==> src/hdl/mem_pkg.sv <==
// Shared-memory cluster address map
// Sizes for the groups, banks and DMA chunks, and the TCDM address layout

package mem_pkg;

  localparam int unsigned NumGroups        = 2;
  localparam int unsigned NumBanksPerGroup = 4;
  localparam int unsigned WordsPerBank     = 16;
  localparam int unsigned WordsPerGroup    = NumBanksPerGroup * WordsPerBank;

  // One region covers one word in every bank of a group
  localparam int unsigned RegionBytes = NumBanksPerGroup * 4;
  localparam int unsigned MemBytes    = NumGroups * WordsPerGroup * 4;

  localparam int unsigned AddrWidth      = 9;
  localparam int unsigned LenWidth       = 10;
  localparam int unsigned GroupWordWidth = 6;
  localparam int unsigned ChunkLenWidth  = 3;

  localparam int unsigned GroupIdxWidth = $clog2(NumGroups);
  localparam int unsigned BankIdxWidth  = $clog2(NumBanksPerGroup);
  localparam int unsigned RowWidth      = $clog2(WordsPerBank);
  localparam int unsigned ByteOffWidth  = 2;

  // Byte address, either raw or split into row, group, bank and byte
  typedef union packed {
    logic [AddrWidth-1:0] raw;
    struct packed {
      logic [RowWidth-1:0]      row;
      logic [GroupIdxWidth-1:0] group;
      logic [BankIdxWidth-1:0]  bank;
      logic [ByteOffWidth-1:0]  offset;
    } fields;
  } tcdm_addr_u;

endpackage
==> src/hdl/dma_chunk_if.sv <==
`timescale 1ns/1ps
// DMA chunk channel
// Carries one fill chunk from the frontend to a group, with a ready back

interface dma_chunk_if import mem_pkg::*; ();

  logic                      valid;
  logic [GroupWordWidth-1:0] word_idx;
  logic [ChunkLenWidth-1:0]  num_words;
  logic [31:0]               fill;
  logic                      ready;

  modport master (
    output valid, word_idx, num_words, fill,
    input  ready
  );

  modport slave (
    input  valid, word_idx, num_words, fill,
    output ready
  );

endinterface

==> src/hdl/mini_cluster.sv <==
`timescale 1ns/1ps
// Mini cluster top level
// DMA fill frontend feeding two interleaved group memories, plus status merge

module mini_cluster import mem_pkg::*; (
  input  logic                 clk_i,
  input  logic                 rst_n_i,
  // Burst request
  input  logic                 req_valid_i,
  output logic                 req_ready_o,
  input  logic [AddrWidth-1:0] req_dst_i,
  input  logic [LenWidth-1:0]  req_len_i,
  input  logic [31:0]          req_fill_i,
  // Status
  output logic                 busy_o,
  output logic                 done_o,
  // Read port
  input  logic [AddrWidth-1:0] rd_addr_i,
  output logic [31:0]          rd_data_o
);

  logic                       fe_busy;
  logic [NumGroups-1:0]       grp_busy;
  logic [NumGroups-1:0][31:0] grp_rd_data;
  tcdm_addr_u                 rd_addr;
  logic [GroupWordWidth-1:0]  rd_word;

  dma_chunk_if chunk_if [NumGroups] ();

  dma_frontend i_dma_frontend (
    .clk_i      (clk_i      ),
    .rst_n_i    (rst_n_i    ),
    .req_valid_i(req_valid_i),
    .req_ready_o(req_ready_o),
    .req_dst_i  (req_dst_i  ),
    .req_len_i  (req_len_i  ),
    .req_fill_i (req_fill_i ),
    .busy_o     (fe_busy    ),
    .chunk_o    (chunk_if   )
  );

  // Both groups see the same word index, the merge picks the owner
  assign rd_addr.raw = rd_addr_i;
  assign rd_word     = {rd_addr.fields.row, rd_addr.fields.bank};

  for (genvar g = 0; g < NumGroups; g++) begin : gen_groups
    group_tcdm i_group (
      .clk_i    (clk_i         ),
      .rst_n_i  (rst_n_i       ),
      .chunk_i  (chunk_if[g]   ),
      .busy_o   (grp_busy[g]   ),
      .rd_word_i(rd_word       ),
      .rd_data_o(grp_rd_data[g])
    );
  end

  cluster_merge i_cluster_merge (
    .clk_i        (clk_i      ),
    .rst_n_i      (rst_n_i    ),
    .fe_busy_i    (fe_busy    ),
    .grp_busy_i   (grp_busy   ),
    .rd_addr_i    (rd_addr_i  ),
    .grp_rd_data_i(grp_rd_data),
    .busy_o       (busy_o     ),
    .done_o       (done_o     ),
    .rd_data_o    (rd_data_o  )
  );

endmodule

==> src/hdl/cluster_merge.sv <==
`timescale 1ns/1ps
// Cluster status and read merge
// Registered busy and done for the whole cluster, and read data from the owning group

module cluster_merge import mem_pkg::*; (
  input  logic                       clk_i,
  input  logic                       rst_n_i,
  input  logic                       fe_busy_i,
  input  logic [NumGroups-1:0]       grp_busy_i,
  input  logic [AddrWidth-1:0]       rd_addr_i,
  input  logic [NumGroups-1:0][31:0] grp_rd_data_i,
  output logic                       busy_o,
  output logic                       done_o,
  output logic [31:0]                rd_data_o
);

  logic                     busy_any;
  logic                     busy_q;
  logic                     done_q;
  tcdm_addr_u               rd_addr;
  logic [GroupIdxWidth-1:0] rd_grp_q;

  assign busy_any = fe_busy_i | (|grp_busy_i);

  // Done fires once when the registered busy drops
  always_ff @(posedge clk_i) begin
    if (!rst_n_i) begin
      busy_q <= 1'b0;
      done_q <= 1'b0;
    end else begin
      busy_q <= busy_any;
      done_q <= busy_q & ~busy_any;
    end
  end

  assign busy_o = busy_q;
  assign done_o = done_q;

  // Group select delayed to match the registered bank read
  assign rd_addr.raw = rd_addr_i;

  always_ff @(posedge clk_i) begin
    rd_grp_q <= rd_addr.fields.group;
  end

  assign rd_data_o = grp_rd_data_i[rd_grp_q];

  a_done_pulse : assert property (@(posedge clk_i) disable iff (!rst_n_i)
    done_o |=> !done_o)
    else $error("done held for two cycles");

endmodule

==> src/hdl/group_tcdm.sv <==
`timescale 1ns/1ps
// Group TCDM
// Four banks of word memory, filled one word per cycle from DMA chunks

module group_tcdm import mem_pkg::*; (
  input  logic                      clk_i,
  input  logic                      rst_n_i,
  dma_chunk_if.slave                chunk_i,
  output logic                      busy_o,
  input  logic [GroupWordWidth-1:0] rd_word_i,
  output logic [31:0]               rd_data_o
);

  logic [31:0]               mem_q [NumBanksPerGroup][WordsPerBank];
  logic                      busy_q;
  logic [GroupWordWidth-1:0] idx_q;
  logic [ChunkLenWidth-1:0]  cnt_q;
  logic [31:0]               fill_q;
  logic [31:0]               rd_data_q;

  logic                      chunk_acc;
  logic [BankIdxWidth-1:0]   wr_bank;
  logic [RowWidth-1:0]       wr_row;
  logic [BankIdxWidth-1:0]   rd_bank;
  logic [RowWidth-1:0]       rd_row;

  assign chunk_i.ready = ~busy_q;
  assign chunk_acc     = chunk_i.valid & ~busy_q;
  assign busy_o        = busy_q;

  // Low index bits pick the bank, so a chunk walks across the banks
  assign wr_bank = idx_q[BankIdxWidth-1:0];
  assign wr_row  = idx_q[GroupWordWidth-1:BankIdxWidth];
  assign rd_bank = rd_word_i[BankIdxWidth-1:0];
  assign rd_row  = rd_word_i[GroupWordWidth-1:BankIdxWidth];

  always_ff @(posedge clk_i) begin
    if (!rst_n_i) begin
      busy_q <= 1'b0;
    end else if (chunk_acc) begin
      busy_q <= 1'b1;
    end else if (busy_q && (cnt_q == ChunkLenWidth'(1))) begin
      busy_q <= 1'b0;
    end
  end

  // Fill engine position
  always_ff @(posedge clk_i) begin
    if (chunk_acc) begin
      idx_q  <= chunk_i.word_idx;
      cnt_q  <= chunk_i.num_words;
      fill_q <= chunk_i.fill;
    end else if (busy_q) begin
      idx_q <= idx_q + GroupWordWidth'(1);
      cnt_q <= cnt_q - ChunkLenWidth'(1);
    end
  end

  always_ff @(posedge clk_i) begin
    if (busy_q) begin
      mem_q[wr_bank][wr_row] <= fill_q;
    end
    rd_data_q <= mem_q[rd_bank][rd_row];
  end

  assign rd_data_o = rd_data_q;

  // The engine takes no new chunk while its writes are still running
  a_no_overlap : assert property (@(posedge clk_i) disable iff (!rst_n_i)
    chunk_acc |=> !chunk_acc)
    else $error("chunk accepted while group busy");

  // Frontend split keeps every chunk inside one region
  a_chunk_in_region : assert property (@(posedge clk_i) disable iff (!rst_n_i)
    chunk_acc |-> (chunk_i.num_words != '0)
               && ((ChunkLenWidth'(chunk_i.word_idx[BankIdxWidth-1:0]) + chunk_i.num_words)
                   <= ChunkLenWidth'(NumBanksPerGroup)))
    else $error("chunk crosses a region boundary");

endmodule

==> src/hdl/dma_frontend.sv <==
`timescale 1ns/1ps
// DMA fill frontend
// Takes one burst at a time, cuts it at region boundaries and steers chunks to groups

module dma_frontend import mem_pkg::*; (
  input  logic                 clk_i,
  input  logic                 rst_n_i,
  input  logic                 req_valid_i,
  output logic                 req_ready_o,
  input  logic [AddrWidth-1:0] req_dst_i,
  input  logic [LenWidth-1:0]  req_len_i,
  input  logic [31:0]          req_fill_i,
  output logic                 busy_o,
  dma_chunk_if.master          chunk_o [NumGroups]
);

  logic                      busy_q;
  tcdm_addr_u                cur_q;
  logic [LenWidth-1:0]       left_q;
  logic [31:0]               fill_q;

  logic                      req_acc;
  logic [LenWidth-1:0]       region_left;
  logic [LenWidth-1:0]       chunk_bytes;
  logic [GroupWordWidth-1:0] word_idx;
  logic [ChunkLenWidth-1:0]  num_words;
  logic [GroupIdxWidth-1:0]  grp_sel;
  logic [NumGroups-1:0]      chunk_valid;
  logic [NumGroups-1:0]      chunk_ready;
  logic                      chunk_xfer;
  logic                      last_chunk;

  // No input buffer, so a new burst waits until this one is done
  assign req_ready_o = ~busy_q;
  assign req_acc     = req_valid_i & ~busy_q;
  assign busy_o      = busy_q;

  // Bytes up to the next region boundary
  assign region_left = LenWidth'(RegionBytes)
                     - LenWidth'({cur_q.fields.bank, cur_q.fields.offset});
  assign chunk_bytes = (left_q < region_left) ? left_q : region_left;
  assign num_words   = chunk_bytes[ChunkLenWidth+1:2];

  // Word index inside the owning group
  assign word_idx = {cur_q.fields.row, cur_q.fields.bank};
  assign grp_sel  = cur_q.fields.group;

  for (genvar g = 0; g < NumGroups; g++) begin : gen_chunk
    assign chunk_valid[g]       = busy_q & (grp_sel == GroupIdxWidth'(g));
    assign chunk_ready[g]       = chunk_o[g].ready;
    assign chunk_o[g].valid     = chunk_valid[g];
    assign chunk_o[g].word_idx  = word_idx;
    assign chunk_o[g].num_words = num_words;
    assign chunk_o[g].fill      = fill_q;
  end

  assign chunk_xfer = |(chunk_valid & chunk_ready);
  assign last_chunk = (left_q == chunk_bytes);

  always_ff @(posedge clk_i) begin
    if (!rst_n_i) begin
      busy_q <= 1'b0;
    end else if (req_acc) begin
      busy_q <= 1'b1;
    end else if (chunk_xfer && last_chunk) begin
      busy_q <= 1'b0;
    end
  end

  // Burst position, advanced by one chunk per transfer
  always_ff @(posedge clk_i) begin
    if (req_acc) begin
      cur_q.raw <= req_dst_i;
      left_q    <= req_len_i;
      fill_q    <= req_fill_i;
    end else if (chunk_xfer) begin
      cur_q.raw <= cur_q.raw + chunk_bytes[AddrWidth-1:0];
      left_q    <= left_q - chunk_bytes;
    end
  end

  // Bursts are whole words and end inside memory
  a_legal_burst : assert property (@(posedge clk_i) disable iff (!rst_n_i)
    req_acc |-> (req_len_i != '0) && (req_len_i[1:0] == 2'b00)
             && (req_dst_i[1:0] == 2'b00)
             && (({2'b00, req_dst_i} + {1'b0, req_len_i}) <= (LenWidth+1)'(MemBytes)))
    else $error("illegal burst accepted");

  a_one_group : assert property (@(posedge clk_i) disable iff (!rst_n_i)
    $onehot0(chunk_valid))
    else $error("chunk offered to more than one group");

endmodule

==> config.mk <==
export PLATFORM = sky130hd
export DESIGN_NAME = mini_cluster
export DESIGN_NICKNAME = d
export VERILOG_FILES = /design/src/hdl/mem_pkg.sv /design/src/hdl/dma_chunk_if.sv /design/src/hdl/mini_cluster.sv /design/src/hdl/cluster_merge.sv /design/src/hdl/group_tcdm.sv /design/src/hdl/dma_frontend.sv
export SDC_FILE = /design/constraint.sdc
export NUM_CORES = 2
export LEC_CHECK = 0
export BUFFER_PORTS_ARGS = -buffer_cell sky130_fd_sc_hd__buf_2
export CAP_MARGIN = 20
export CORE_UTILIZATION = 35
export CTS_CLUSTER_DIAMETER = 120
export CTS_CLUSTER_SIZE = 25
export DETAILED_ROUTE_END_ITERATION = 8
export GPL_TIMING_DRIVEN = 1
export PLACE_DENSITY_LB_ADDON = 0.1
export SLEW_MARGIN = 15
export SYNTH_ARGS = -nofsm -noshare
export SYNTH_HDL_FRONTEND = slang
export SYNTH_HIERARCHICAL = 1
export SYNTH_SLANG_ARGS = --single-unit
==> constraint.sdc <==
create_clock -name clk_i -period 10.9 [get_ports clk_i]
set_input_delay 1.635 -clock clk_i [delete_from_list [all_inputs] [get_ports clk_i]]
set_output_delay 1.635 -clock clk_i [all_outputs]
set_load 0.01 [all_outputs]
==> impl_results.html <==
<table>
<tr><th>Metric</th><th>Value</th></tr>
<tr><th colspan="2">Final layout</th></tr>
<tr><td>Syn-to-layout area delta</td><td>8.47%</td></tr>
<tr><td>Fraction of final layout cells sized beyond drive strength 1</td><td>22.8%</td></tr>
<tr><td>Final layout net count</td><td>7,715</td></tr>
<tr><td>Fill count</td><td>42,100</td></tr>
<tr><th colspan="2">Pwr</th></tr>
<tr><td>PnR Total Power</td><td>0.0303 W</td></tr>
<tr><td>Power per cell area</td><td>170 mW/mm2</td></tr>
<tr><td>Worst VDD drop</td><td>133 uV</td></tr>
<tr><td>Leakage Power</td><td>54.5 nW</td></tr>
<tr><th colspan="2">Clock network</th></tr>
<tr><td>Clk sinks</td><td>4,299</td></tr>
<tr><td>Clock latency of the later-clocked register in the worst-skew pair</td><td>0.97 ns</td></tr>
<tr><td>Post-CTS setup buffer count</td><td>0</td></tr>
<tr><td>Cts repair resizes</td><td>0</td></tr>
<tr><td>Maximum clock path buffer count</td><td>4</td></tr>
<tr><td>Clock buffer count from CTS</td><td>194</td></tr>
<tr><td>H-tree depth reported by CTS</td><td>4</td></tr>
<tr><td>Clock-pin slew on the worst setup and hold paths</td><td>0.10 ns</td></tr>
<tr><td>Number of buffers inserted by hold repair at cts</td><td>0</td></tr>
<tr><td>Cell chosen for the clock root</td><td>sky130_fd_sc_hd__clkbuf_16</td></tr>
<tr><td>Clock tree from TritonCTS</td><td>done</td></tr>
<tr><th colspan="2">GRT</th></tr>
<tr><td>Wire length of the first global-routing pass</td><td>673,000 um</td></tr>
<tr><td>Initial antenna violation count</td><td>54</td></tr>
<tr><td>Via count of the first global-routing pass</td><td>78,600</td></tr>
<tr><td>Remaining global-route overflow</td><td>0</td></tr>
<tr><td>Total global routing track utilization</td><td>20.7%</td></tr>
<tr><td>Pin count of the biggest net entering global routing</td><td>109</td></tr>
<tr><th colspan="2">STA</th></tr>
<tr><td>Setup clock skew after layout</td><td>0.0565 ns</td></tr>
<tr><td>Final clock period utilization by the worst path</td><td>44.1%</td></tr>
<tr><td>Setup TNS Final</td><td>0 ns</td></tr>
<tr><td>Post-layout min period</td><td>4.81 ns</td></tr>
<tr><td>Slew Limit Headroom</td><td>14.1%</td></tr>
<tr><td>Number of pins with negative max-slew slack in the final report</td><td>0</td></tr>
<tr><td>Worst-margin pin slew</td><td>1.29 ns</td></tr>
<tr><td>Unrepaired setup endpoints after global routing</td><td>no</td></tr>
<tr><td>Final setup margin</td><td>6.09 ns</td></tr>
<tr><td># setup viols final</td><td>0</td></tr>
<tr><td>Hold violation total from the final report</td><td>0</td></tr>
<tr><td>Final Hold Slack</td><td>0.459 ns</td></tr>
<tr><td>Fmax</td><td>208 MHz</td></tr>
<tr><th colspan="2">Worst setup path</th></tr>
<tr><td>Kind of start point of the critical path</td><td>input pin</td></tr>
<tr><td>Cell repeated most along the worst path</td><td>sky130_fd_sc_hd__buf_12</td></tr>
<tr><td>Critical path class</td><td>in2reg</td></tr>
<tr><td>Data arrival time of the critical path</td><td>5.63 ns</td></tr>
<tr><td>CP Max Fanout</td><td>79</td></tr>
<tr><td>Master of the slowest instance on the critical path</td><td>sky130_fd_sc_hd__nand2_2</td></tr>
<tr><td>Worst-path cell chain</td><td>buf_8 -&gt; buf_12 -&gt; buf_12 -&gt; nand2_2 -&gt; o22ai_1 -&gt; o22ai_2 -&gt; and3_1</td></tr>
<tr><td>Crit end category</td><td>register</td></tr>
<tr><td>Largest stage delay on the critical path</td><td>0.78 ns</td></tr>
<tr><td>Depth of the worst register-to-register path</td><td>13</td></tr>
<tr><td>Required time of the worst setup path</td><td>11.73 ns</td></tr>
<tr><th colspan="2">Synth</th></tr>
<tr><td>Cell type contributing the most total cell area after synthesis</td><td>sky130_fd_sc_hd__edfxtp_1</td></tr>
<tr><td>Share of the synthesized area in the top cell type</td><td>77.1%</td></tr>
<tr><td>Post-synthesis sequential element count</td><td>4,299</td></tr>
<tr><td>Most frequent cell after synthesis</td><td>sky130_fd_sc_hd__edfxtp_1</td></tr>
<tr><td>EDFF count, synth</td><td>4,229</td></tr>
<tr><td>Area of the mapped netlist</td><td>0.165 mm2</td></tr>
<tr><td>Top cells by area, synth</td><td>sky130_fd_sc_hd__edfxtp_1 (77%), sky130_fd_sc_hd__mux4_2 (12%), sky130_fd_sc_hd__mux2i_1 (2.1%)</td></tr>
<tr><td>Average footprint of a synthesized cell</td><td>22.0 um2</td></tr>
<tr><td>Most common library cells after synthesis</td><td>sky130_fd_sc_hd__edfxtp_1 (4,229), sky130_fd_sc_hd__mux4_2 (895), sky130_fd_sc_hd__mux2i_1 (340), sky130_fd_sc_hd__o22ai_1 (161), sky130_fd_sc_hd__clkbuf_1 (150)</td></tr>
<tr><td>Cell count after synthesis</td><td>7,505</td></tr>
<tr><td>Distinct cells, synth</td><td>72</td></tr>
<tr><td>Most used flip-flop cell after synthesis</td><td>sky130_fd_sc_hd__edfxtp_1</td></tr>
<tr><td>Yosys warning count</td><td>6</td></tr>
<tr><td>Share of synthesized area occupied by flip-flops and latches</td><td>77.9%</td></tr>
<tr><td>Fraction of synthesis flops using an asynchronous set or reset pin</td><td>0%</td></tr>
<tr><th colspan="2">Detailed routing</th></tr>
<tr><td>Post-detailed-route count of antenna-violating nets</td><td>0</td></tr>
<tr><td>Vias/cell</td><td>5.55</td></tr>
<tr><td>Number of iterations in the first detailed-routing pass</td><td>5</td></tr>
<tr><td>Vias post-DR</td><td>77,600</td></tr>
<tr><td>Iter 0 DRT Violations</td><td>8,693</td></tr>
<tr><td>Wire per inst</td><td>35.5 um</td></tr>
<tr><td>Routed wire length</td><td>496,000 um</td></tr>
<tr><td>DRC violation count after routing</td><td>0</td></tr>
<tr><th colspan="2">Placement</th></tr>
<tr><td>DP HPWL</td><td>283,000 um</td></tr>
<tr><td>Buffers on Ports</td><td>95</td></tr>
<tr><td>Post-place setup slack</td><td>5.10 ns</td></tr>
<tr><td>Global placer's final weighted congestion</td><td>0.770</td></tr>
<tr><th colspan="2">Outcome</th></tr>
<tr><td>Result of the run</td><td>finished, final reports clean</td></tr>
<tr><th colspan="2">Hold path</th></tr>
<tr><td>Hold-critical path depth</td><td>0</td></tr>
<tr><td>Path category of the worst min-delay check</td><td>reg2reg</td></tr>
<tr><th colspan="2">Die</th></tr>
<tr><td>Die height</td><td>688 um</td></tr>
<tr><td>Die outline area</td><td>0.474 mm2</td></tr>
<tr><td>Starting density of the core</td><td>35.2%</td></tr>
<tr><td>I/O pin count</td><td>98</td></tr>
<tr><td>Number of rows created at floorplan</td><td>251</td></tr>
<tr><td>Die width</td><td>688 um</td></tr>
<tr><td>Core region area</td><td>0.468 mm2</td></tr>
<tr><th colspan="2">Run</th></tr>
<tr><td>Total of max-cap violations</td><td>0</td></tr>
</table>
## power by group
group	leakage [nW]	internal (W)	total [W]	switching (W)
registers	38.7	0.0187	0.0190	0.000242
logic	13.2	0.000856	0.00282	0.00196
clock network	2.60	0.00342	0.00854	0.00512
total	54.5	0.0230	0.0303	0.00733
## critical path, delay by kind of cell
kind	cells	cell delay (ns)
AO/OA/AOI/OAI	2	1.09
buffers and inverters	3	1.33
AND/OR/NAND/NOR	2	1.05
## registers in the layout (all words and copies together), names as in the netlist
| register | cells |
|---|---|
| gen_groups.i_group/mem_q | 4096 |
| gen_groups.i_group/fill_q | 64 |
| gen_groups.i_group/rd_data_o | 64 |
| i_dma_frontend/chunk_o.fill | 32 |
| gen_groups.i_group/idx_q | 12 |
| i_dma_frontend/left_q | 10 |
| i_dma_frontend/cur_q | 9 |
| gen_groups.i_group/cnt_q | 6 |
| gen_groups.i_group/busy_o | 2 |
| i_cluster_merge/busy_o | 1 |
| i_cluster_merge/done_o | 1 |
| i_cluster_merge/rd_grp_q | 1 |
| i_dma_frontend/busy_o | 1 |
## layout by cell type, fill, tap and decap left out, drive strengths merged, types with 109 or more instances in the layout
| cell type | count |
|---|---|
| and2 | 133 |
| o22ai | 161 |
| mux4 | 895 |
| a22oi | 123 |
| buf | 371 |
| mux2 | 109 |
| nand2 | 116 |
| mux2i | 340 |
| edfxtp | 4229 |
| clkbuf | 302 |
## stage by stage
stage	cells	util [%]	area (um2)
CTS	13900	38.2	179000
global placement	13600	37.0	173000
finish	14000	38.2	179000
floorplan	7507	-	165000
detailed placement	13600	37.0	173000
global route	13900	38.2	179000
## final cells by class
type / instances / area [um2] / area share (%)
Antenna cell: 34 / 85.1 / 0.0476
Clock buffer: 302 / 5300 / 2.97
Clock inverter: 8 / 118 / 0.0658
Inverter: 30 / 113 / 0.0630
Multi-Input combinational cell: 2724 / 34100 / 19.1
Sequential cell: 4299 / 128000 / 71.8
Tap cell: 6198 / 7750 / 4.34
Timing Repair Buffer: 371 / 2850 / 1.59
## metal layers
metal / wire length [um] / global-route usage [%] / share of wire (%)
met1: 222000 / 29.7 / 45
met2: 240000 / 34.1 / 48
met3: 25500 / 2.73 / 5.1
met4: 9440 / 3.61 / 1.9
met5: 45 / 0 / 0.0091
## cell families (layout without fill, tap and decap cells)
group | Yosys count | after routing | share of synthesized area (%)
multiplexers | 1344 | 1344 | 15.1
flip-flops | 4299 | 4299 | 77.9
buffers and inverters | 484 | 711 | 1.66
other | 1 | 37 | 0.00228
adder cells (fa/ha/maj) | 32 | 32 | 0.252
XOR/XNOR | 17 | 17 | 0.0904
AND/OR/NAND/NOR | 694 | 694 | 2.30
AO/OA/AOI/OAI | 634 | 634 | 2.68
## path summary, 6_finish.rpt
kind                                   endpoint  slack [ns]                               start
min            gen_groups[1].i_group/fill_q[20]        0.46  i_dma_frontend/chunk_o[0].fill[20]
max reg2reg            i_dma_frontend/left_q[8]        6.52             i_dma_frontend/cur_q[3]
min reg2reg    gen_groups[1].i_group/fill_q[20]        0.46  i_dma_frontend/chunk_o[0].fill[20]
max          gen_groups[0].i_group/rd_data_o[9]        6.09                        rd_addr_i[3]
No activity file was read; power rests on OpenSTA's default activity.
